$ cat config.mk
export PLATFORM = sky130hd
export DESIGN_NAME = pdp8_state_seq
export DESIGN_NICKNAME = d
export VERILOG_FILES = /design/src/pdp8_pkg.sv /design/src/pdp8_state_seq.sv
export SDC_FILE = /design/constraint.sdc
export NUM_CORES = 1
export LEC_CHECK = 0
export BUFFER_PORTS_ARGS = -buffer_cell sky130_fd_sc_hd__buf_2
export CORE_AREA = 5 5 42 44
export CTS_BUF_LIST = sky130_fd_sc_hd__clkbuf_8
export DETAILED_ROUTE_END_ITERATION = 6
export DIE_AREA = 0 0 47 49
export PLACE_DENSITY = 0.69
export RECOVER_POWER = 25
export SYNTH_ARGS = -nofsm -noshare
export SYNTH_HDL_FRONTEND = slang
export SYNTH_SLANG_ARGS = --single-unit
$ cat constraint.sdc
create_clock -name clk -period 2 [get_ports clk]
set_input_delay 0.4 -clock clk [delete_from_list [all_inputs] [get_ports clk]]
set_output_delay 0.4 -clock clk [all_outputs]
set_load 0.01 [all_outputs]
$ cat src/pdp8_pkg.sv
`default_nettype none

package pdp8_pkg;

    localparam int WORD_BITS = 12;
    localparam int MEM_WORDS = 4096;                 // one 4K field

    localparam logic [8:0] AUTO_INDEX_PAGE = 9'o001; // 0010-0017

    // bit positions, numbered [11:0] so PDP bit 0 is index 11
    localparam int IND_BIT   = 8;
    localparam int PAGE_BIT  = 7;
    localparam int OPR_GROUP = 8;
    localparam int OPR_CLA   = 7;
    localparam int OPR_CMA   = 5;
    localparam int OPR_IAC   = 0;
    localparam int OPR_HLT   = 1;

    typedef enum logic [4:0] {
        F0, F1, F2, F3,
        D0, D1, D2, D3,
        E0, E1, E2, E3,
        H0, H1, H2, H3
    } major_state_t;

    typedef enum logic [2:0] {
        OP_AND, OP_TAD, OP_ISZ, OP_DCA, OP_JMS, OP_JMP, OP_IOT, OP_OPR
    } opcode_t;

    // page zero or current page of the instruction at pc
    function automatic logic [WORD_BITS-1:0] page_addr(
        input logic [WORD_BITS-1:0] instr,
        input logic [WORD_BITS-1:0] pc
    );
        if (instr[PAGE_BIT])
            return {pc[11:7], instr[6:0]};
        return {5'b00000, instr[6:0]};
    endfunction

endpackage

`default_nettype wire

$ cat src/pdp8_state_seq.sv
`default_nettype none

module pdp8_state_seq
    import pdp8_pkg::*;
(
    input  wire logic                 clk,
    input  wire logic                 reset,
    input  wire logic [WORD_BITS-1:0] instruction,
    input  wire logic                 run,
    input  wire logic                 halt,
    input  wire logic                 halt_req,
    input  wire logic                 load_addr,
    input  wire logic                 deposit,
    input  wire logic                 examine,
    output major_state_t              state,
    output logic                      running,
    output logic                      panel_load,
    output logic                      panel_deposit,
    output logic                      panel_examine
);

    opcode_t      opcode;
    logic         mem_ref;
    logic         defer;
    logic         exec;
    logic         in_halt;
    logic         run_req;
    logic         load_req;
    logic         dep_req;
    logic         exam_req;
    major_state_t done_state;
    major_state_t next_state;

    always_comb
    begin
        opcode  = opcode_t'(instruction[11:9]);
        mem_ref = (opcode != OP_IOT) && (opcode != OP_OPR);
        defer   = mem_ref && instruction[IND_BIT];
        exec    = mem_ref && (opcode != OP_JMP);
        in_halt = state inside {H0, H1, H2, H3};

        panel_load    = (state == H1) && load_req;
        panel_deposit = (state == H1) && dep_req;
        panel_examine = (state == H1) && exam_req;

        // where to go once the instruction is finished
        done_state = (running && !halt && !halt_req) ? F0 : H0;

        case (state)
            F0: next_state = F1;
            F1: next_state = F2;
            F2: next_state = F3;
            F3: next_state = defer ? D0 : (exec ? E0 : done_state);
            D0: next_state = D1;
            D1: next_state = D2;
            D2: next_state = D3;
            D3: next_state = (opcode == OP_JMP) ? done_state : E0;
            E0: next_state = E1;
            E1: next_state = E2;
            E2: next_state = E3;
            E3: next_state = done_state;
            H0: next_state = H1;
            H1: next_state = H2;
            H2: next_state = H3;
            H3: next_state = ((run_req || run) && !halt) ? F0 : H0;
            default: next_state = H0;
        endcase
    end

    always_ff @(posedge clk)
    begin
        if (reset)
        begin
            state    <= H0;
            running  <= 1'b0;
            run_req  <= 1'b0;
            load_req <= 1'b0;
            dep_req  <= 1'b0;
            exam_req <= 1'b0;
        end
        else
        begin
            state <= next_state;

            if (state == H3 && next_state == F0)
                running <= 1'b1;
            else if (halt || halt_req)
                running <= 1'b0;   // instruction still completes

            if (halt || state == H3)
                run_req <= 1'b0;
            else if (run && in_halt)
                run_req <= 1'b1;

            // a new pulse wins over the H1 clear
            if (in_halt && load_addr)
                load_req <= 1'b1;
            else if (state == H1)
                load_req <= 1'b0;
            if (in_halt && deposit)
                dep_req <= 1'b1;
            else if (state == H1)
                dep_req <= 1'b0;
            if (in_halt && examine)
                exam_req <= 1'b1;
            else if (state == H1)
                exam_req <= 1'b0;
        end
    end

endmodule

`default_nettype wire

=== After elaboration in Yosys (flattened, before gate mapping) ===
Cells that the tools add are included.

* Register bits after elaboration: 10
* Output and inout bits: 9

* Equal/unequal tests: 19
* Mux-type cells: 12
* Reduce and logical (&&, ||, !) cells: 27

{| class="wikitable"
|+ Operator list
! kind !! count
|-
| $pmux 4 s16 || 1
|-
| $eq 5x4->1 const B || 8
|-
| $eq 5x3->1 const B || 4
|-
| $mux 4 || 5
|-
| $logic_and 1x1->1 || 14
|-
| $eq 5x2->1 const B || 2
|-
| $logic_not 5->1 || 2
|-
| $ne 3x3->1 const B || 3
|-
| $reduce_bool 2->1 || 4
|-
| $mux 1 || 6
|-
| $eq 5x1->1 const B || 1
|-
| $reduce_bool 4->1 || 1
|-
| $eq 3x3->1 const B || 1
|-
| $logic_or 1x1->1 || 3
|-
| $logic_not 1->1 || 2
|-
| $reduce_or 2->1 || 1
|}

=== Logic depth before layout (Yosys ltp) ===
Gate-level depths: netlist (run 1).

* Depth in word-level cells: 10
* Gate-level depth with buffers: 5
* Depth with buffers taken out: 4

=== Least setup slack after synthesis (run 1) ===
OpenSTA, ideal clock, no wires.

* Kind: flip-flop to flip-flop
* From: register state[0]
* To: register state[2]
* Library setup time: 0.122 ns
* Data arrival time: 1.505 ns
* Path slack: 0.373 ns
* Stages on the path, launching flop included: 5
* Buffers on the path: 0
* Clock period less this slack: 1.627 ns
* Cells stage by stage: dfxtp_1 nand2_2 or4b_1 a31o_1 a221o_1

* Longest elaborated chain between the ends: 2

{| class="wikitable"
|+ RTL lines
! what !! RTL line !! source
|-
| start: declaration || pdp8_state_seq.sv:15 || <nowiki>output major_state_t state,</nowiki>
|-
| start signal: assignment || pdp8_state_seq.sv:83 || <nowiki>state <= next_state;</nowiki>
|-
| $eq 5x4->1 (tied with other cells) || pdp8_state_seq.sv:49 || <nowiki>case (state)</nowiki>
|-
| $pmux 4 s16 (*) || pdp8_state_seq.sv:49 ||
|}

Every way passes the cells marked *; elsewhere a longest branch is shown, timed or not.
A chain may end at the register's enable or synchronous reset.

=== Worst setup path in the final report (run 1) ===
* From: register state[2]
* To: output port panel_deposit

* Longest elaborated chain between the ends: 2

{| class="wikitable"
|+ RTL lines
! what !! RTL line !! source
|-
| $eq 5x4->1 || pdp8_state_seq.sv:43 || <nowiki>panel_deposit = (state == H1) && dep_req;</nowiki>
|-
| $logic_and 1x1->1 || pdp8_state_seq.sv:43 ||
|-
| end: declaration || pdp8_state_seq.sv:18 || <nowiki>output logic panel_deposit,</nowiki>
|}

No other way between the ends.

==> flow_metrics.tcl, run 1 <==
set metrics [dict create \
    grt-ovfl-total 0 \
    vias 470 \
    postSynthAreaPerCell_sq_um 8.74 \
    rsz0062_at_grt "no" \
    ys_ff_latch 9 \
    nets 97 \
    die_h_um 49 \
    hold_path_class "in2reg" \
    leakage_nw 0.269 \
    grt_pass1_vias 394 \
    clk_pin_slew_worst_paths_ps 40 \
    cp_slowest_cell "dfxtp_1" \
    syn2layout_area_growth_pct 31.5 \
    grt_util_all_layers_pct 9.96 \
    crit_type "reg2out" \
    htree_levels 1 \
    reg2reg_from "state[0]" \
    netlist_instances 55 \
    critPathMaxStageDelay_ps 410 \
    synth-main-ff-cell "dfxtp_1" \
    crit_end "panel_deposit" \
    combPwrFrac_pct 21.9 \
    rrSetupSlack_ps 310 \
    cp.arrival_ps 1430 \
    fp.dieW_um 47 \
    synth_area_sq_um 480 \
    coreArea_sq_um 1400 \
    start_util_pct 34.3 \
    cts_resized 0 \
    finalPower_mw 0.539 \
    p_sw_share_pct 27.2 \
    die_area_sq_um 2300 \
    drive_gt1_share_pct 34.2 \
    drv_slew 0 \
    viasPerCell 5.11 \
    yosys.cell_types.count 28 \
    p_clk_share_pct 36.8 \
    crit_chain "and2_1, and3b_2, and2_1, buf_2" \
    syn-num-nets 75 \
    drt_iter0_markers 5 \
    cellInternalPower_mw 0.393 \
    post_drt_wl_per_cell_um 11.3 \
    finalCriticalPeriod_ps 1830 \
    cts_buffer_depth 2 \
    rows 14 \
    place_congestion 0.785 \
    numPortBuffers 19 \
    synth_edf_count 0 \
    cp-start-kind "flop" \
    drv_cap 0 \
    n_antenna_cell 0 \
    tns_ps 0 \
    ant_nets 0 \
    cp_data_required_time_ps 1600 \
    path_max_fanout 8 \
    ioPinCount 29 \
    status "finished clean" \
    seq_area_frac_synth_pct 37.5 \
    clock_latency_ps 230 \
    worstRegToRegCells 4 \
    clock.fmax_mhz 546 \
    setup.worst_path.end_class "output port" \
    startpoint "state[2]" \
    power_switching_mw 0.147 \
    ys_warn_count 0 \
    ir_worst_vdd_mv 0.393 \
    p_per_area_nw_per_um2 853 \
    power_frac_seq_pct 41.3 \
    clock_skew_ps 1.31 \
    cts.hold.buffers_added 0 \
    finalSetupViolCount 0 \
    post_cts_buffers 0 \
    cp_common_cell "and2_1" \
    grt_first_pass_wirelength_um 1670 \
    min_period_over_period_pct 91.6 \
    firstDrtPassIters 4 \
    wl_um 1040 \
    async_reset_ff_share_pct 0 \
    antenna_found_initial 0 \
    grt_max_degree 9 \
    numClockSinks 9 \
    hold_viol 0 \
    tritoncts "done" \
    cts-root-buf "clkbuf_8" \
    drcViolationCount 0 \
    cts_made_buffers 3 \
    reg2reg_to "state[2]" \
    hpwl_um 811 \
]
-- worst min-delay path by stage --
| stage | start | cells past startpoint | slack, ps | endpoint |
|---|---|---|---|---|
| 2_1_floorplan | dep_req | 2 | 460 | dep_req |
| 3_3_place_gp | dep_req | 2 | 470 | dep_req |
| 3_5_place_dp | dep_req | 2 | 480 | dep_req |
| 4_1_cts | halt | 2 | 380 | run_req |
| 5_1_grt | halt | 2 | 400 | run_req |
| 6_report | halt | 2 | 390 | run_req |
-- synthesized netlist by cell type (all sizes together) (2+ instances only) --
cell type | count | share of area (%)
dfxtp | 9 | 37
nand3 | 2 | 2.1
and2 | 5 | 6.8
nor2 | 8 | 9.6
nand4b | 2 | 3.6
nand3b | 3 | 4.7
clkbuf | 2 | 1.6
a22oi | 3 | 4.7
nand2 | 3 | 2.9
o21ai | 3 | 3.1
-- worst max-delay path: cells and delay by family, from the launching register on --
kind | cells | cell delay (ps)
and+or+nand+nor | 3 | 680
buffers and inverters | 1 | 120
DFF | 1 | 410
-- stage by stage --
step	hold slack, ps	utilization [%]	std cells	setup slack, ps	cell area [sq um]
5_1_grt	404	45.1	92	26.9	632
4_1_cts	383	45.2	92	130	633
3_3_place_gp	470	42.0	88	344	588
3_5_place_dp	480	42.0	88	317	588
2_1_floorplan	457	-	55	373	480
6_report	387	45.1	92	168	632
-- metal layers --
metal	share of wire, %	vias to the layer above	GRT usage [%]
li1	-	241	-
met1	44	214	12.0
met2	48	13	14.9
met3	5.8	2	2.21
met4	1.5	0	6.91
met5	0	-	0
-- power by group through the flow --
stage	logic, mW	clock network (mW)	registers, mW
2_1_floorplan	0.0774	0	0.227
3_3_place_gp	0.117	0	0.225
3_5_place_dp	0.120	0	0.226
4_1_cts	0.121	0.204	0.223
5_1_grt	0.134	0.221	0.227
6_report	0.118	0.198	0.223
-- logic make-up (layout without fill, tap and decap cells) --
| logic type | Yosys count | after routing | synth area share, % |
|---|---|---|---|
| flip-flops | 9 | 9 | 37.5 |
| other | 1 | 1 | 0.781 |
| AO/OA/AOI/OAI | 13 | 13 | 19.0 |
| AND/OR/NAND/NOR | 28 | 28 | 37.8 |
| XOR/XNOR | 1 | 1 | 1.82 |
| buffers and inverters | 3 | 24 | 3.13 |
-- area by class of cell --
class	instances	area (sq um)
fillers	156	769
multi-input cells	43	285
flip-flops and latches	9	180
repair buffers	20	101
clock buffers	3	41.3
well taps	16	20.0
clock inverters	1	3.75
-- layout by cell type, fill, tap and decap left out, drive strengths merged, types with 2 or more instances in the layout --
| master | Yosys | routed |
|---|---|---|
| nand2 | 3 | 3 |
| a22oi | 3 | 3 |
| dfxtp | 9 | 9 |
| nand4b | 2 | 2 |
| nand3 | 2 | 2 |
| clkbuf | 2 | 4 |
| buf | 1 | 19 |
| nand3b | 3 | 3 |
| and2 | 5 | 5 |
| o21ai | 3 | 3 |
| nor2 | 8 | 8 |
-- state kept, by name, summed over array words and instances (netlist names) --
signal    flops
run_req       1
dep_req       1
running       1
state         4
load_req      1
exam_req      1
(Power assumes the default switching activity.)
==> run 2, diff against run 1 <==
Settings changed: BUFFER_PORTS_ARGS -buffer_cell sky130_fd_sc_hd__buf_2 to -buffer_cell sky130_fd_sc_hd__buf_4.
==> run 2 against run 1 <==
Against the previous run: clock power is essentially flat; largest cell class unchanged; hold slack lost 24 ps; critical path depth is the same; total power grew 3.1%; highest routed layer unchanged; setup slack gained 6.1 ps; fmax grew 0.34%; die area is the same; cell count is the same.
==> flow_metrics.tcl, run 2 (synthesis results as in run 1) <==
set metrics [dict create \
    layout_commonest_cell "buf_4" \
    nets 97 \
    ioPinCount 29 \
    hold_path_class "in2reg" \
    largest_register "state" \
    htree_levels 1 \
    n_antenna_cell 0 \
    coreArea_sq_um 1400 \
    dpl.cell_count 88 \
    leakage_nw 0.283 \
    hpwl_um 828 \
    die_area_sq_um 2300 \
    clock.fmax_mhz 548 \
    crit_type "reg2out" \
    cts_buffer_depth 2 \
    ant_nets 0 \
    reg2reg_from "state[0]" \
    worstRegToRegCells 4 \
    grt-ovfl-total 0 \
    vias 485 \
    power_switching_mw 0.150 \
    grt_util_all_layers_pct 11.4 \
    wl_um 1060 \
    drive_gt1_share_pct 34.2 \
    largest_reg_flops 4 \
    tns_ps 0 \
    clock_skew_ps 0.694 \
    path_max_fanout 8 \
    drv_slew 0 \
    cellInternalPower_mw 0.406 \
    setup.worst_path.end_class "output port" \
    rsz0062_at_grt "no" \
    dp_slack_ps 319 \
    die_h_um 49 \
    post_drt_wl_per_cell_um 11.6 \
    finalSetupViolCount 0 \
    grt_max_degree 9 \
    antenna_found_initial 0 \
    status "finished clean" \
    min_period_over_period_pct 91.3 \
    cp.arrival_ps 1430 \
    crit_end "panel_examine" \
    startpoint "state[3]" \
    post_cts_buffers 0 \
    cp-start-kind "flop" \
    grt_pass1_vias 457 \
    rows 14 \
    place_congestion 0.804 \
    cts_made_buffers 3 \
    drv_cap 0 \
    syn2layout_area_growth_pct 40.9 \
    power_frac_seq_pct 40.2 \
    tritoncts "done" \
    p_clk_share_pct 36.1 \
    final_area_sq_um 677 \
    setup_ws_ps 174 \
    drcViolationCount 0 \
    clock_latency_ps 230 \
    viasPerCell 5.27 \
    cts_resized 0 \
    rrSetupSlack_ps 320 \
    finalCriticalPeriod_ps 1830 \
    p_per_area_nw_per_um2 822 \
    mostFrequentLayoutCells "buf_4, dfxtp_1, nor2_1" \
    p_sw_share_pct 26.9 \
    cp_data_required_time_ps 1600 \
    cts.hold.buffers_added 0 \
    numClockSinks 9 \
    numPortBuffers 19 \
    nFillCells 157 \
    cts-root-buf "clkbuf_8" \
    hold_path_startpoint "halt" \
    postPlaceCellArea_sq_um 636 \
    instances_no_fill 92 \
    firstDrtPassIters 4 \
    ir_worst_vdd_mv 0.397 \
    reg2reg_to "state[2]" \
    drt_iter0_markers 9 \
    clk_pin_slew_worst_paths_ps 40 \
    grt_first_pass_wirelength_um 1870 \
    start_util_pct 34.3 \
    combPwrFrac_pct 23.7 \
    fp.dieW_um 47 \
    hold_viol 0 \
]
-- run 2: cell counts in the layout (fill, tap and decap cells not counted) --
No cell type changed its count.
-- run 2: critical path, stage by stage, from the launching register on --
cell	delay (ps)
dfxtp_1	410
and2_1	300
and3b_2	250
and2_1	120
buf_4	110
-- run 2: final cells by class --
cell class	count	area, sq um	share of cell area, %
sequential	9	180	26.6
timing repair buffer	20	146	21.6
tap	16	20.0	2.96
clock buffer	3	41.3	6.10
clock inverter	1	3.75	0.555
multi-input combinational	43	285	42.1
-- run 2: power by group through the flow --
stage	registers, mW	clock network, mW	logic (mW)
global placement	0.226	0	0.131
CTS	0.224	0.207	0.135
global route	0.228	0.219	0.147
detailed placement	0.227	0	0.133
floorplan	0.227	0	0.0774
finish	0.224	0.201	0.132
-- run 2: worst min-delay path by stage --
stage / to / slack, ps / cells after the start
floorplan: dep_req / 460 / 2
global placement: dep_req / 470 / 2
detailed placement: dep_req / 480 / 2
CTS: run_req / 360 / 2
global route: run_req / 380 / 2
finish: run_req / 360 / 2
-- run 2: per-layer routing --
| metal | vias up | wire length, um | GRT usage, % |
|---|---|---|---|
| met5 | - | 0 | 0 |
| li1 | 240 | - | - |
| met2 | 19 | 521 | 17.0 |
| met1 | 222 | 429 | 12.9 |
| met3 | 4 | 67 | 2.58 |
| met4 | 0 | 44 | 9.68 |
-- run 2: metrics by stage --
step	util, %	total power, mW	hold WS, ps
finish	48.3	0.556	363
global route	48.3	0.594	381
CTS	48.6	0.565	359
detailed placement	45.4	0.360	480
global placement	45.4	0.357	470
floorplan	-	0.304	457
==> run 3, diff against run 2 <==
Settings changed: RECOVER_POWER 25 to 50, REMOVE_ABC_BUFFERS set to 1.
==> run 3 against run 2 <==
Against the previous run: core utilization shrank 0.89 points; register-to-register slack gained 40 ps; sequential share of layout area grew 0.50 points; critical path type unchanged; largest cell class unchanged; critical endpoint is now panel_deposit; global-route usage shrank 1.5 points.
==> flow_metrics.tcl, run 3 (synthesis results as in run 1) <==
set metrics [dict create \
    grtUsageMet1_pct 11.7 \
    syn2layout_area_growth_pct 38.3 \
    cp_data_required_time_ps 1600 \
    grt_util_all_layers_pct 9.87 \
    cp_common_cell "and2_1" \
    rsz0062_at_grt "no" \
    finalSetupViolCount 0 \
    die_area_sq_um 2300 \
    clock_skew_ps 6.19 \
    nFillCells 146 \
    instances_no_fill 93 \
    power_switching_mw 0.153 \
    mostFrequentLayoutCells "buf_4, dfxtp_1, nor2_1" \
    start_util_pct 34.3 \
    numPortBuffers 19 \
    critPathMaxStageDelay_ps 400 \
    final_area_sq_um 664 \
    hold_path_class "in2reg" \
    post_cts_buffers 0 \
    critPathBufInv 1 \
    cp-start-kind "flop" \
    finalCriticalPeriod_ps 1800 \
    clock_latency_ps 230 \
    cts_made_buffers 3 \
    dpl.cell_count 89 \
    drt_iter0_markers 6 \
    n_antenna_cell 0 \
    grt_use_met2_pct 14.5 \
    cp.arrival_ps 1400 \
    cp_top_family "simple AND/OR/NAND/NOR gates" \
    ant_nets 0 \
    rows 14 \
    tritoncts "done" \
    tns_ps 0 \
    htree_levels 1 \
    wl_um 1010 \
    drive_gt1_share_pct 27.3 \
    postPlaceCellArea_sq_um 643 \
    firstDrtPassIters 2 \
    largest_reg_flops 4 \
    fp.dieW_um 47 \
    p_per_area_nw_per_um2 831 \
    grtUsageMet3_pct 2.95 \
    die_h_um 49 \
    cts-root-buf "clkbuf_8" \
    nets 98 \
    viasPerCell 4.90 \
    layout_commonest_cell "buf_4" \
    grt_first_pass_wirelength_um 1660 \
    coreArea_sq_um 1400 \
    antenna_found_initial 0 \
    cellInternalPower_mw 0.399 \
    drv_slew 0 \
    clk_pin_slew_worst_paths_ps 50 \
    clock.fmax_mhz 554 \
    numClockSinks 9 \
    leakage_nw 0.268 \
    hold_viol 0 \
    post_drt_wl_per_cell_um 10.9 \
    ir_worst_vdd_mv 0.240 \
    cts.hold.buffers_added 0 \
    grt-busiest-layer "met2" \
    largest_register "state" \
    vias 456 \
    power_frac_seq_pct 40.1 \
    cts_resized 0 \
    cp_slowest_cell "dfxtp_1" \
    crit_chain "and2_1, and3b_2, and2_1, buf_4" \
    status "finished clean" \
    place_congestion 0.751 \
    combPwrFrac_pct 22.5 \
    grt_max_degree 9 \
    crit_type "reg2out" \
    path_max_fanout 8 \
    p_clk_share_pct 37.4 \
    drv_cap 0 \
    hpwl_um 796 \
    min_period_over_period_pct 90.2 \
    drcViolationCount 0 \
    ioPinCount 29 \
    p_sw_share_pct 27.7 \
    setup.worst_path.end_class "output port" \
    grt-ovfl-total 0 \
    cts_buffer_depth 2 \
    grt_pass1_vias 422 \
]
run 3: cell types whose count changed in the layout (fill, tap and decap cells not counted), sizes merged:
cell / before / now
clkbuf: 4 / 9
buf: 19 / 15
run 3: stage by stage:
| step | power (mW) | worst slack [ps] | hold slack, ps | utilization, % |
|---|---|---|---|---|
| global placement | 0.359 | 346 | 475 | 45.9 |
| global route | 0.591 | 73.2 | 370 | 47.4 |
| finish | 0.552 | 196 | 358 | 47.4 |
| floorplan | 0.298 | 373 | 457 | - |
| CTS | 0.569 | 180 | 358 | 49.1 |
| detailed placement | 0.360 | 347 | 483 | 45.9 |
run 3: final cells by class:
cell class              count  area [sq um]  area share (%)
well taps                  16          20.0            3.01
clock inverters             1          3.75           0.565
clock buffers               3          41.3            6.21
repair buffers             21           135            20.3
flip-flops and latches      9           180            27.1
multi-input cells          43           284            42.7
run 3: worst register-to-register path, delay by kind of cell, from the launching register on:
family / cells / cell delay, ps
and+or+nand+nor: 2 / 600
DFF: 1 / 420
AOI/OAI and AO/OA: 2 / 500
run 3: worst paths after layout:
check	depth (start not counted)	end	slack, ps	startpoint
setup / recovery	4	panel_deposit	200	state[2]
hold / removal	2	run_req	360	halt
setup reg to reg	4	state[2]	360	state[1]
hold reg to reg	2	load_req	490	load_req
run 3: metal layers:
| metal | wire (um) | share of wire (%) |
|---|---|---|
| met4 | 23 | 2.3 |
| met5 | 0 | 0 |
| met2 | 427 | 42 |
| met1 | 429 | 42 |
| met3 | 134 | 13 |
run 3: power by group through the flow:
stage	logic [mW]	registers (mW)	clock network, mW
after global placement	0.135	0.224	0
final	0.124	0.221	0.207
after CTS	0.136	0.222	0.212
after global routing	0.140	0.225	0.226
after detailed placement	0.135	0.224	0
after floorplan	0.0709	0.227	0
