### src/pdp8_pkg.sv
`default_nettype none

package pdp8_pkg;

    localparam int WORD_BITS = 12;
    localparam int MEM_WORDS = 4096;                 // one 4K field

    localparam logic [8:0] AUTO_INDEX_PAGE = 9'o001; // 0010-0017

    // bit positions, numbered [11:0] so PDP bit 0 is index 11
    localparam int IND_BIT   = 8;
    localparam int PAGE_BIT  = 7;
    localparam int OPR_GROUP = 8;
    localparam int OPR_CLA   = 7;
    localparam int OPR_CMA   = 5;
    localparam int OPR_IAC   = 0;
    localparam int OPR_HLT   = 1;

    typedef enum logic [4:0] {
        F0, F1, F2, F3,
        D0, D1, D2, D3,
        E0, E1, E2, E3,
        H0, H1, H2, H3
    } major_state_t;

    typedef enum logic [2:0] {
        OP_AND, OP_TAD, OP_ISZ, OP_DCA, OP_JMS, OP_JMP, OP_IOT, OP_OPR
    } opcode_t;

    // page zero or current page of the instruction at pc
    function automatic logic [WORD_BITS-1:0] page_addr(
        input logic [WORD_BITS-1:0] instr,
        input logic [WORD_BITS-1:0] pc
    );
        if (instr[PAGE_BIT])
            return {pc[11:7], instr[6:0]};
        return {5'b00000, instr[6:0]};
    endfunction

endpackage

`default_nettype wire

### src/pdp8_regs.sv
`default_nettype none

module pdp8_regs
    import pdp8_pkg::*;
(
    input  wire logic                 clk,
    input  wire logic                 reset,
    input  wire major_state_t         state,
    input  wire logic [WORD_BITS-1:0] instruction,
    input  wire logic [WORD_BITS-1:0] mdout,
    input  wire logic [WORD_BITS-1:0] ma,
    input  wire logic                 isz_skip,
    input  wire logic [WORD_BITS-1:0] sr,
    input  wire logic                 panel_load,
    output logic      [WORD_BITS-1:0] pc,
    output logic      [WORD_BITS-1:0] ac,
    output logic                      link,
    output logic                      halt_req
);

    opcode_t          opcode;
    logic             group2;
    logic             direct_jmp;
    logic [WORD_BITS-1:0] opr_ac;
    logic [WORD_BITS:0]   opr_sum;
    logic [WORD_BITS:0]   tad_sum;

    always_comb
    begin
        opcode     = opcode_t'(instruction[11:9]);
        group2     = instruction[OPR_GROUP];
        direct_jmp = (opcode == OP_JMP) && !instruction[IND_BIT];

        // group 1 order: cla, then cma, then iac
        opr_ac = instruction[OPR_CLA] ? '0 : ac;
        if (instruction[OPR_CMA])
            opr_ac = ~opr_ac;
        opr_sum = {1'b0, opr_ac} + {{WORD_BITS{1'b0}}, instruction[OPR_IAC]};

        tad_sum  = {1'b0, ac} + {1'b0, mdout};
        halt_req = (state == F3) && (opcode == OP_OPR) && group2 && instruction[OPR_HLT];
    end

    always_ff @(posedge clk)
    begin
        if (reset)
        begin
            pc   <= '0;
            ac   <= '0;
            link <= 1'b0;
        end
        else
        begin
            case (state)
                F3: begin
                    if (direct_jmp)
                        pc <= page_addr(instruction, pc);
                    else
                        pc <= pc + 12'o0001;
                    if (opcode == OP_OPR && !group2)
                    begin
                        ac   <= opr_sum[WORD_BITS-1:0];
                        link <= link ^ opr_sum[WORD_BITS];
                    end
                end
                D3: if (opcode == OP_JMP)
                    begin
                        pc <= ma;   // pointer loaded in D2
                    end
                E2: case (opcode)
                        OP_AND: ac <= ac & mdout;
                        OP_TAD:
                        begin
                            ac   <= tad_sum[WORD_BITS-1:0];
                            link <= link ^ tad_sum[WORD_BITS];
                        end
                        OP_DCA: ac <= '0;
                        default: ;
                    endcase
                E3: if (opcode == OP_JMS)
                        pc <= ma + 12'o0001;
                    else if (isz_skip)
                        pc <= pc + 12'o0001;
                H1: if (panel_load)
                    begin
                        pc <= sr;
                    end
                default: ;
            endcase
        end
    end

endmodule

`default_nettype wire

### config.mk
export PLATFORM = sky130hd
export DESIGN_NAME = pdp8_regs
export DESIGN_NICKNAME = d
export VERILOG_FILES = /design/src/pdp8_pkg.sv /design/src/pdp8_regs.sv
export SDC_FILE = /design/constraint.sdc
export NUM_CORES = 1
export LEC_CHECK = 0
export ABC_AREA = 1
export BUFFER_PORTS_ARGS = -buffer_cell sky130_fd_sc_hd__buf_2
export CAP_MARGIN = 20
export CELL_PAD_IN_SITES_DETAIL_PLACEMENT = 1
export CELL_PAD_IN_SITES_GLOBAL_PLACEMENT = 1
export CORE_MARGIN = 5
export CORE_UTILIZATION = 34
export CTS_BUF_LIST = sky130_fd_sc_hd__clkbuf_2 sky130_fd_sc_hd__clkbuf_4 sky130_fd_sc_hd__clkbuf_8
export CTS_CLUSTER_SIZE = 8
export DETAILED_ROUTE_END_ITERATION = 8
export PLACE_DENSITY = 0.9
export REMOVE_ABC_BUFFERS = 1
export SLEW_MARGIN = 20
export SYNTH_ARGS = -nofsm -noshare
export SYNTH_HDL_FRONTEND = slang
export SYNTH_SLANG_ARGS = --single-unit
### constraint.sdc
create_clock -name clk -period 2.1 [get_ports clk]
set_input_delay 0.315 -clock clk [delete_from_list [all_inputs] [get_ports clk]]
set_output_delay 0.315 -clock clk [all_outputs]
set_load 0.05 [all_outputs]
# After elaboration in Yosys (flattened, before gate mapping)
# Index checks and enable logic that the tools add are counted.
# W data, S select, Z words.
[op_classes]
n_addsub = 4
n_eq_ne = 17
n_mux = 20
n_bitwise = 4
n_reduce_logical = 13
[ops]
columns = ["cell", "count"]
rows = [
  ["$mux W12", 9],
  ["$pmux W12 S4", 1],
  ["$pmux W12 S3", 1],
  ["$add A12 B1 Y12 const B", 2],
  ["$pmux W12 S2", 1],
  ["$eq A5 B4 Y1 const B", 3],
  ["$add A12 B1 Y13", 1],
  ["$add A12 B12 Y13", 1],
  ["$and A12 B12 Y12", 1],
  ["$not A12 Y12", 1],
  ["$eq A3 B3 Y1 const B", 3],
  ["$mux W7", 1],
  ["$mux W1", 6],
  ["$ne A2 B2 Y1 const B", 3],
  ["$reduce_and A3 Y1", 2],
  ["$eq A5 B2 Y1 const B", 1],
  ["$eq A5 B3 Y1 const B", 1],
  ["$logic_and A1 B1 Y1", 5],
  ["$reduce_and A5 Y1", 1],
  ["$ne A4 B2 Y1 const B", 1],
  ["$ne A4 B4 Y1 const B", 1],
  ["$reduce_and A4 Y1", 1],
  ["$reduce_bool A4 Y1", 1],
  ["$eq A3 B1 Y1 const B", 1],
  ["8 further kinds", 9],
]
[totals]
register_bits = 25
in_bits = 57
output_inout_bits = 26
wordCells = 62

# Longest topological paths before layout
# Gate-level depths: netlist (run 1).
[logic_depth]
ltp_word = 8
mapped_depth = 17
depth_no_buf = 16

# Worst setup path before layout (run 1)
# Ideal clock, no wire load.
[synth_timing]
kind = "reg-to-reg"
start = "register ac[0]"
end = "register ac[10]"
arrival_ns = 2.087
slack_ns = -0.105
path_stages_with_launch = 15
path_buffers = 0
cell_sequence = "dfxtp_1 -> nand2_1 -> xor2_1 -> inv_1 -> ha_1 -> ha_1 -> nand3_1 -> nor2_2 -> nand3_1 -> inv_2 -> a21oi_1 -> nand2_1 -> nand2_1 -> nor2_1 -> nor2_1"
[synth_via]
elab_chain_cells = 6
word_cells_on_any_way = 8
classes_between = "add/sub: 2; mux: 5; bitwise: 1"
[synth_lines]
columns = ["item", "line", "text"]
rows = [
  ["from (decl)", "pdp8_regs.sv:16", "output logic [WORD_BITS-1:0] ac,"],
  ["from (signal assigned)", "pdp8_regs.sv:62", "ac <= opr_sum[WORD_BITS-1:0];"],
  ["from (signal assigned)", "pdp8_regs.sv:71", "OP_AND: ac <= ac & mdout;"],
  ["from (signal assigned)", "pdp8_regs.sv:74", "ac <= tad_sum[WORD_BITS-1:0];"],
  ["$mux W12", "pdp8_regs.sv:35", "opr_ac = instruction[OPR_CLA] ? '0 : ac;"],
  ["$not A12 Y12", "pdp8_regs.sv:37", "opr_ac = ~opr_ac;"],
  ["$mux W12", "pdp8_regs.sv:36", "if (instruction[OPR_CMA])"],
  ["$add A12 B1 Y13", "pdp8_regs.sv:38", "opr_sum = {1'b0, opr_ac} + {{WORD_BITS{1'b0}}, instruction[OPR_IAC]};"],
  ["$mux W12", "pdp8_regs.sv:60", "if (opcode == OP_OPR && !group2)"],
  ["$pmux W12 S2 (*)", "pdp8_regs.sv:54", "case (state)"],
]
# Mark *: on every way between the ends. The rest lies on a longest branch, timed or not. The select of a mux whose other input is x is not followed.
# A chain may end at the register's enable or synchronous reset.

# Final worst setup path (run 1)
[layout_timing]
start = "register ac[0]"
end = "register ac[4]"
# The elaborated chain is that of the path after synthesis.

==> results_dict.tcl, run 1 <==
set metrics [dict create \
    required_ns 2.28 \
    cp_num_cells 11 \
    drive_gt1_share_pct 21.5 \
    clk_latency_ns 0.27 \
    start_util_pct 34.9 \
    cts_tree "done" \
    clk_pin_slew_ns 0.09 \
    drv_cap 0 \
    syn_area_per_cell_um2 5.54 \
    dr.pass1.iters 4 \
    synthArstFlopShare_pct 0 \
    startpoint "ac[0]" \
    area_growth_pct 21.6 \
    power.total_mw 1.38 \
    synth_cell_type_count 40 \
    worst_slew_pin_slew_ns 0.576 \
    grt_max_degree 19 \
    end_kind "register" \
    vias 4376 \
    p_int_mw 0.828 \
    dp_hpwl_um 10800 \
    p_leak_nw 2.16 \
    setup.worst_path.class "register to register" \
    die_height_um 110 \
    io_pins 83 \
    critical_path_buf_inv_count 1 \
    numPortBuffers 82 \
    slew_violations 0 \
    fin_tns_setup_ns 0 \
    routed_wl_um 12700 \
    max_slew_margin_pct 61.5 \
    setup_violations 0 \
    switchingPower_mw 0.553 \
    hold_viol_final 0 \
    period_needed_ns 1.95 \
    finalClockSkew_ns 0.00135 \
    rsz0062_at_grt "true" \
    swShare_pct 40.0 \
    worstHoldPathCells 2 \
    grt_pass1_vias 4582 \
    synth_flop_cell "dfxtp_1" \
    cts.root.buffer_cell "clkbuf_8" \
    power_frac_comb_pct 40.4 \
    fin_hold_ws_ns 0.334 \
    nNetsFinal 786 \
    yosysSeqAreaShare_pct 14.7 \
    synth_warnings 0 \
    grt_first_pass_wirelength_um 20800 \
    synth_top_area_share_pct 19.7 \
    ys_ff_latch 25 \
    synth_area_um2 3410 \
    r2r-start "ac[0]" \
    hold_buffers 0 \
    r2r_cells 11 \
    drt_iter0_markers 201 \
    antenna_found_initial 0 \
    hp-class "input port to register" \
    synth.area.mux_share_pct 0 \
    synth_top_area_cell "nand2_1" \
    dieArea_um2 12100 \
    post-route-drc-count 0 \
    max_freq_mhz 513 \
    period_share_pct 92.8 \
    coreArea_um2 9770 \
    std_cell_rows 36 \
    slowest_delay_ns 0.39 \
    critPathMaxFanout 4 \
    power.density_nw_per_um2 333 \
    worstPathArrival_ns 2.13 \
    cts.htree.levels 1 \
    path_cells "ha_1, fa_1, nand3_1, nand3_1, or2_2, nand3_1, o211ai_1, o21ai_0, nand2_1, nand2_1, inv_1" \
    yosys.cell_count.top_type "nand2_1" \
    routedWlPerCell_um 15.0 \
    status "finished clean" \
    synth_fa_ha_area_share_pct 6.45 \
    pwr-share-clk_pct 22.0 \
    die_w_um 110 \
    cts_inserted_buffers 3 \
    critPathLaunchType "register" \
    gp_congestion 0.909 \
    synth-compound-area-share_pct 15.4 \
    overflow 0 \
    seqCellArea_um2 504 \
    synth_top_family_by_area "simple AND/OR/NAND/NOR gates" \
    synth_edf_count 0 \
    clkSinkCount 25 \
    viasPerCell 5.18 \
    syn_inst 616 \
    num_antenna_cells 0 \
    multi_input_area_um2 2550 \
    crit_top_cell "nand3_1" \
    cpMaxStageDelayCell "fa_1" \
    ant_nets 0 \
    synth_xor_area_share_pct 3.85 \
    n_fill_cell 1422 \
    hold_start "reset" \
    clk_path_buf_depth 2 \
    cpLargestDelayFamily "simple AND/OR/NAND/NOR gates" \
    grt_usage_pct 21.0 \
    ir_drop_uv 176 \
    synth-simple-area-share_pct 48.7 \
    power_frac_seq_pct 37.5 \
    synth.area.top_cells "nand2_1 (20%), dfxtp_1 (15%), nand3_1 (11%)" \
    synth_common_cells "nand2_1 (179), nand3_1 (74), inv_1 (67)" \
]
==> cells by family (layout without fill, tap and decap cells) <==
group	Yosys count	in the layout
DFF	25	25
adders and majority gates	17	17
xor gates and xnor gates	15	15
and+or+nand+nor	372	372
AOI/OAI and AO/OA	93	93
buffers and inverters	94	189
==> cells in the final DEF, fill, tap and decap left out, drive strengths merged, types with 3 or more instances in the layout <==
cell / n
nand4: 10
nor3: 11
dfxtp: 25
inv: 78
clkbuf: 4
a22oi: 10
buf: 105
xor2: 12
or2: 8
a21oi: 32
xnor2: 3
nor2: 74
nand2: 186
nand3: 79
o211ai: 6
o21ai: 36
ha: 16
==> cell type report <==
| cell class | instances | area share [%] |
|---|---|---|
| clock buffers | 4 | 1.18 |
| repair buffers | 105 | 14.0 |
| multi-input cells | 497 | 61.4 |
| inverters | 80 | 7.24 |
| flip-flops and latches | 25 | 12.1 |
| well taps | 133 | 4.01 |
==> metrics by stage <==
step	cell area, um^2	cells	utilization (%)	worst slack [ns]
6_report	4150	844	42.5	0.151
5_1_grt	4150	844	42.5	-0.00991
4_1_cts	4130	843	42.3	0.103
3_5_place_dp	4080	839	41.8	-0.00398
3_3_place_gp	4080	839	41.8	0.0934
2_1_floorplan	3340	602	-	-0.106
==> worst reg2reg max path, stage by stage (launching register included) <==
cell and delay [ns]:
dfxtp_2 0.35, ha_1 0.21, fa_1 0.39, nand3_1 0.09
nand3_1 0.12, or2_2 0.29, nand3_1 0.07, o211ai_1 0.08
o21ai_0 0.08, nand2_1 0.08, nand2_1 0.06, inv_1 0.03
==> repair_timing <==
action,4_1_cts,5_1_grt
gates resized for setup,0,5
endpoints found under the setup margin,0,5
buffers inserted,0,1
==> power by group through the flow <==
stage	Sequential (mW)	Combinational (mW)	Clock (mW)
global route	0.522	0.620	0.329
finish	0.519	0.558	0.304
global placement	0.527	0.526	0
detailed placement	0.529	0.551	0
floorplan	0.594	0.275	0
CTS	0.518	0.555	0.311
==> final timing paths <==
path | endpoint | slack [ns]
worst max-delay path | ac[4] | 0.15
worst min-delay path | ac[8] | 0.33
worst max register to register | ac[4] | 0.15
worst min register to register | link | 0.55
==> metal layers <==
layer	share of wire [%]	up-vias	wire length (um)	track usage [%]
met4	2.0	0	249	6.07
met5	0	-	0	0
met1	43	2054	5480	24.8
li1	-	2200	-	-
met3	5.0	19	628	1.75
met2	50	103	6300	40.2
==> sequential cells by signal, summed over array words and instances (netlist names) <==
signal  flops
pc         12
link        1
ac         12
Power figures use the tool's default switching activity.
==> run 2, diff against run 1 <==
==> constraint.sdc (replaced) <==
create_clock -name clk -period 2.1 [get_ports clk]
set_input_delay 0.21 -clock clk [delete_from_list [all_inputs] [get_ports clk]]
set_output_delay 0.21 -clock clk [all_outputs]
set_load 0.05 [all_outputs]
==> run 2 against run 1 <==
Compared with the run above: final cell count is 0.12% lower; total power is 1.0% higher; clock skew is 0.0016 ns higher; cell area hardly changed; maximum frequency is 1.7% higher; clock power is 5% higher; flip-flop and latch count stayed put; die area stayed put; critical path type unchanged; largest power group unchanged.
==> results_dict.tcl, run 2 (synthesis results as in run 1) <==
set metrics [dict create \
    viasPerCell 5.21 \
    power.total_mw 1.40 \
    dp.cells 838 \
    grt_first_pass_wirelength_um 20800 \
    fin_hold_ws_ns 0.214 \
    clk_latency_ns 0.28 \
    multi_input_area_um2 2560 \
    cts_tree "done" \
    status "finished clean" \
    critPathMaxFanout 4 \
    clk_path_buf_depth 2 \
    die_height_um 110 \
    critPathLaunchType "register" \
    grt_usage_pct 21.0 \
    cts.htree.levels 1 \
    drive_gt1_share_pct 21.5 \
    max_freq_mhz 522 \
    post-route-drc-count 0 \
    worstHoldPathCells 2 \
    nNetsFinal 785 \
    swShare_pct 40.7 \
    die_w_um 110 \
    largestRegisters "ac: 12 flops, pc: 12 flops, link: 1 flops" \
    num_antenna_cells 0 \
    final_cell_count_no_fill 843 \
    switchingPower_mw 0.567 \
    start_util_pct 34.9 \
    final_common_cell "nand2_1" \
    slew_violations 0 \
    period_needed_ns 1.92 \
    vias 4390 \
    drv_cap 0 \
    ant_nets 0 \
    power.density_nw_per_um2 336 \
    p_int_mw 0.828 \
    overflow 0 \
    hp-class "input port to register" \
    seqCellArea_um2 502 \
    worstPathArrival_ns 2.10 \
    routed_wl_um 12600 \
    p_leak_nw 2.16 \
    n_fill_cell 1442 \
    clk_pin_slew_ns 0.09 \
    gp_congestion 0.886 \
    cts_inserted_buffers 3 \
    drt_iter0_markers 175 \
    dieArea_um2 12100 \
    power_frac_comb_pct 40.1 \
    required_ns 2.29 \
    r2r_cells 11 \
    hold_viol_final 0 \
    numPortBuffers 82 \
    max_slew_margin_pct 62.1 \
    pwr-share-clk_pct 22.9 \
    io_pins 83 \
    grt_max_degree 19 \
    grt_pass1_vias 4588 \
    power_frac_seq_pct 37.1 \
    fin_tns_setup_ns 0 \
    ir_drop_uv 189 \
    dp_hpwl_um 10600 \
    antenna_found_initial 0 \
    worst_slew_pin_slew_ns 0.569 \
    dr.pass1.iters 4 \
    clkSinkCount 25 \
    setup_violations 0 \
    routedWlPerCell_um 14.9 \
    rsz0062_at_grt "false" \
    std_cell_rows 36 \
    area_growth_pct 21.6 \
    final_cell_mix "nand2_1 (179), buf_2 (82), nand3_1 (72), inv_1 (67), nor2_1 (66)" \
    hold_buffers 0 \
    period_share_pct 91.2 \
    coreArea_um2 9770 \
    cts.root.buffer_cell "clkbuf_8" \
    setup.worst_path.class "register to register" \
    end_kind "register" \
    finalClockSkew_ns 0.00295 \
]
run 2: per-stage QoR:
stage / area [um^2] / utilization [%] / setup WS (ns)
after floorplan: 3340 / - / -0.106
after global placement: 4080 / 41.7 / 0.199
after detailed placement: 4080 / 41.7 / 0.114
after CTS: 4120 / 42.2 / 0.103
after global routing: 4150 / 42.5 / 0.0286
final: 4150 / 42.5 / 0.185
run 2: cell type report:
cell class,instances,area share [%]
tap,133,4.01
multi-input combinational,497,61.6
sequential,25,12.1
inverter,80,7.23
clock buffer,4,1.18
timing repair buffer,104,13.9
run 2: power groups by stage:
stage	combinational, mW	clock (mW)	sequential [mW]
2_1_floorplan	0.275	0	0.594
3_3_place_gp	0.528	0	0.526
3_5_place_dp	0.553	0	0.528
4_1_cts	0.557	0.327	0.517
5_1_grt	0.621	0.346	0.521
6_report	0.559	0.319	0.517
run 2: final timing paths:
path	start	endpoint	slack (ns)
max	pc[1]	pc[10]	0.18
max reg2reg	pc[1]	pc[10]	0.18
min	reset	ac[8]	0.21
min reg2reg	link	link	0.54
run 2: per-layer routing:
| metal | track usage, % | wire length (um) | up-vias |
|---|---|---|---|
| met4 | 5.63 | 190 | 0 |
| met1 | 25.7 | 5600 | 2070 |
| met3 | 0.990 | 565 | 15 |
| met2 | 39.9 | 6190 | 95 |
| li1 | - | - | 2210 |
| met5 | 0 | 0 | - |
run 2: critical path: stages, from the launching register on:
cell and delay (ns):
dfxtp_1 0.40, ha_1 0.19, nand2_1 0.08, nor2_1 0.19, nand4_1 0.19, or2_2 0.33
nand2_1 0.07, nand2_1 0.05, nand3_1 0.07, nand3_1 0.08, nor2_1 0.10, nor2_1 0.04
run 2: timing repair:
action / in CTS / in global routing
setup buffers: 0 / 1
endpoints found under the setup margin: 0 / 4
gates resized for setup: 0 / 6
==> run 3, diff against run 2 <==
Settings changed: ABC_AREA 1 to default, CORE_UTILIZATION 34 to 36, PLACE_DENSITY 0.9 to 0.89.
==> run 3 against run 2 <==
Compared with the run above: the run now ends with setup timing left; sequential power shrank 3%; combinational power grew 15%; global-route usage up 4.0 points; area after synthesis down 3.8%; sequential share of layout area down 1.5 points; maximum frequency shrank 21%; clock skew grew 0.0034 ns; final cell count decreased by 18%; count of clock-buffer cells in the layout unchanged; routed wire length up 18%; total power grew 7.3%; worst setup slack worse by 0.50 ns.
==> results_dict.tcl, run 3 <==
set metrics [dict create \
    required_ns 2.31 \
    fin_tns_setup_ns -1.88 \
    dp_hpwl_um 10400 \
    power_frac_seq_pct 33.6 \
    synth_flop_cell "dfxtp_1" \
    grt_max_degree 27 \
    pwr-share-clk_pct 23.4 \
    r2r_cells 13 \
    std_cell_rows 34 \
    status "finished, violations left" \
    final_common_cell "buf_2" \
    crit_end "link" \
    routed_wl_um 14800 \
    synth_top_area_cell "dfxtp_1" \
    io_pins 83 \
    start_util_pct 37.3 \
    clk_latency_ns 0.29 \
    critPathMaxFanout 4 \
    num_antenna_cells 0 \
    end_kind "register" \
    finalClockSkew_ns 0.00633 \
    hold_viol_final 0 \
    switchingPower_mw 0.594 \
    syn_inst 443 \
    hp-class "input port to register" \
    synthArstFlopShare_pct 0 \
    reg2reg_setup_slack_ns -0.32 \
    dieArea_um2 11100 \
    vias 4323 \
    startpoint "ac[0]" \
    setup.worst_path.class "register to register" \
    ys_ff_latch 25 \
    nNetsFinal 658 \
    final_cell_mix "buf_2 (82), buf_4 (75), nor2_1 (43), nand2_1 (40), xnor2_1 (25)" \
    die_height_um 105 \
    p_int_mw 0.903 \
    routedWlPerCell_um 21.4 \
    worst_slew_pin_slew_ns 0.713 \
    drt_iter0_markers 193 \
    postLayoutSetupSlackWorst_ns -0.318 \
    antenna_found_initial 0 \
    clkSinkCount 25 \
    max_freq_mhz 414 \
    coreArea_um2 8810 \
    violations "setup timing" \
    numPortBuffers 82 \
    drv_cap 0 \
    overflow 0 \
    cts_inserted_buffers 3 \
    synth_edf_count 0 \
    synth_cell_type_count 63 \
    power_frac_comb_pct 42.9 \
    synth_warnings 0 \
    ant_nets 0 \
    largestRegisters "ac: 12 flops, pc: 12 flops, link: 1 flops" \
    yosysSeqAreaShare_pct 15.2 \
    period_needed_ns 2.42 \
    post-route-drc-count 0 \
    r2r-start "ac[0]" \
    synth_area_um2 3280 \
    yosys.cell_count.top_type "nor2_1" \
    setup_violations 10 \
    cts.root.buffer_cell "clkbuf_8" \
    dr.pass1.iters 4 \
    viasPerCell 6.26 \
    worstPathArrival_ns 2.63 \
    p_leak_nw 2.03 \
    syn_area_per_cell_um2 7.41 \
    slew_violations 0 \
    cts_tree "done" \
    area_growth_pct 44.8 \
    swShare_pct 39.7 \
    drive_gt1_share_pct 38.9 \
    critPathLaunchType "register" \
    synth.area.top_cells "dfxtp_1 (15%), xnor2_1 (7.7%), ha_1 (6.1%)" \
    die_w_um 105 \
    ir_drop_uv 231 \
    max_slew_margin_pct 52.5 \
    synth_top_area_share_pct 15.2 \
    grt_usage_pct 25.0 \
    synth_common_cells "nor2_1 (47), nand2_1 (41), xnor2_1 (29)" \
    grt_first_pass_wirelength_um 23300 \
    power.density_nw_per_um2 315 \
    power.total_mw 1.50 \
    gp_congestion 0.960 \
    clk_pin_slew_ns 0.11 \
    rsz0062_at_grt "true" \
    cts.htree.levels 1 \
    clk_path_buf_depth 2 \
    grt_pass1_vias 4687 \
    reg2reg_to "link" \
    period_share_pct 115 \
    hold_buffers 0 \
]
==> run 3: cell type report <==
cell class	instances	area, um^2
fill	1114	4050
multi-input combinational	383	2960
timing repair buffer	167	1090
sequential	25	505
tap	108	135
clock buffer	4	48.8
inverter	4	15.0
==> run 3: worst min path at each step <==
stage | start | endpoint | slack, ns | cells after the start
floorplan | reset | ac[4] | 0.27 | 1
global placement | link | link | 0.50 | 2
detailed placement | link | link | 0.51 | 2
CTS | sr[3] | pc[3] | 0.26 | 3
global route | sr[3] | pc[3] | 0.25 | 3
finish | sr[3] | pc[3] | 0.25 | 3
==> run 3: cells by family (layout without fill, tap and decap cells) <==
| logic type | Yosys count | in the layout | share of synthesized area (%) |
|---|---|---|---|
| simple gates | 182 | 182 | 28.5 |
| compound gates | 134 | 134 | 31.4 |
| xor+xnor | 44 | 44 | 11.7 |
| buf+inv | 35 | 175 | 4.57 |
| flops | 25 | 25 | 15.2 |
| fa+ha+maj | 17 | 17 | 6.71 |
| mux | 6 | 6 | 1.87 |
==> run 3: per-layer routing <==
| layer | up-vias | share of wire (%) | GRT usage [%] |
|---|---|---|---|
| li1 | 1961 | - | - |
| met3 | 51 | 6.3 | 3.61 |
| met5 | - | 0 | 0 |
| met2 | 211 | 50 | 44.7 |
| met4 | 0 | 3.6 | 9.84 |
| met1 | 2100 | 40 | 30.1 |
==> run 3: repair_timing <==
action | in CTS | in global routing
setup endpoints to repair | 10 | 10
buffers inserted | 11 | 7
pin swaps | 23 | 20
gates resized for setup | 33 | 37
==> run 3: per-stage QoR <==
stage          worst slack (ns)  cells  util (%)  hold WS, ns  instance area [um^2]
5_1_grt                  -0.455    691      54.0        0.254                  4750
3_5_place_dp             -0.401    672      47.9        0.507                  4220
4_1_cts                  -0.148    685      51.1        0.256                  4500
2_1_floorplan            -0.523    412         -        0.275                  3150
6_report                 -0.318    691      54.0        0.245                  4750
3_3_place_gp             -0.336    672      47.9        0.499                  4220
==> run 3: power by group through the flow <==
stage	combinational, mW	clock [mW]	sequential, mW
global route	0.689	0.367	0.506
global placement	0.524	0	0.514
CTS	0.588	0.339	0.504
floorplan	0.236	0	0.570
detailed placement	0.553	0	0.515
finish	0.643	0.351	0.504
==> run 3: worst max-delay path, stage by stage (launching register included) <==
cell      delay [ns]
dfxtp_4         0.38
buf_6           0.10
nand2b_4        0.07
xnor2_4         0.13
ha_4            0.18
ha_4            0.17
and2_4          0.16
a32oi_4         0.27
nor2_2          0.09
a31oi_1         0.27
buf_4           0.16
buf_6           0.08
o31ai_2         0.06
a21oi_1         0.20
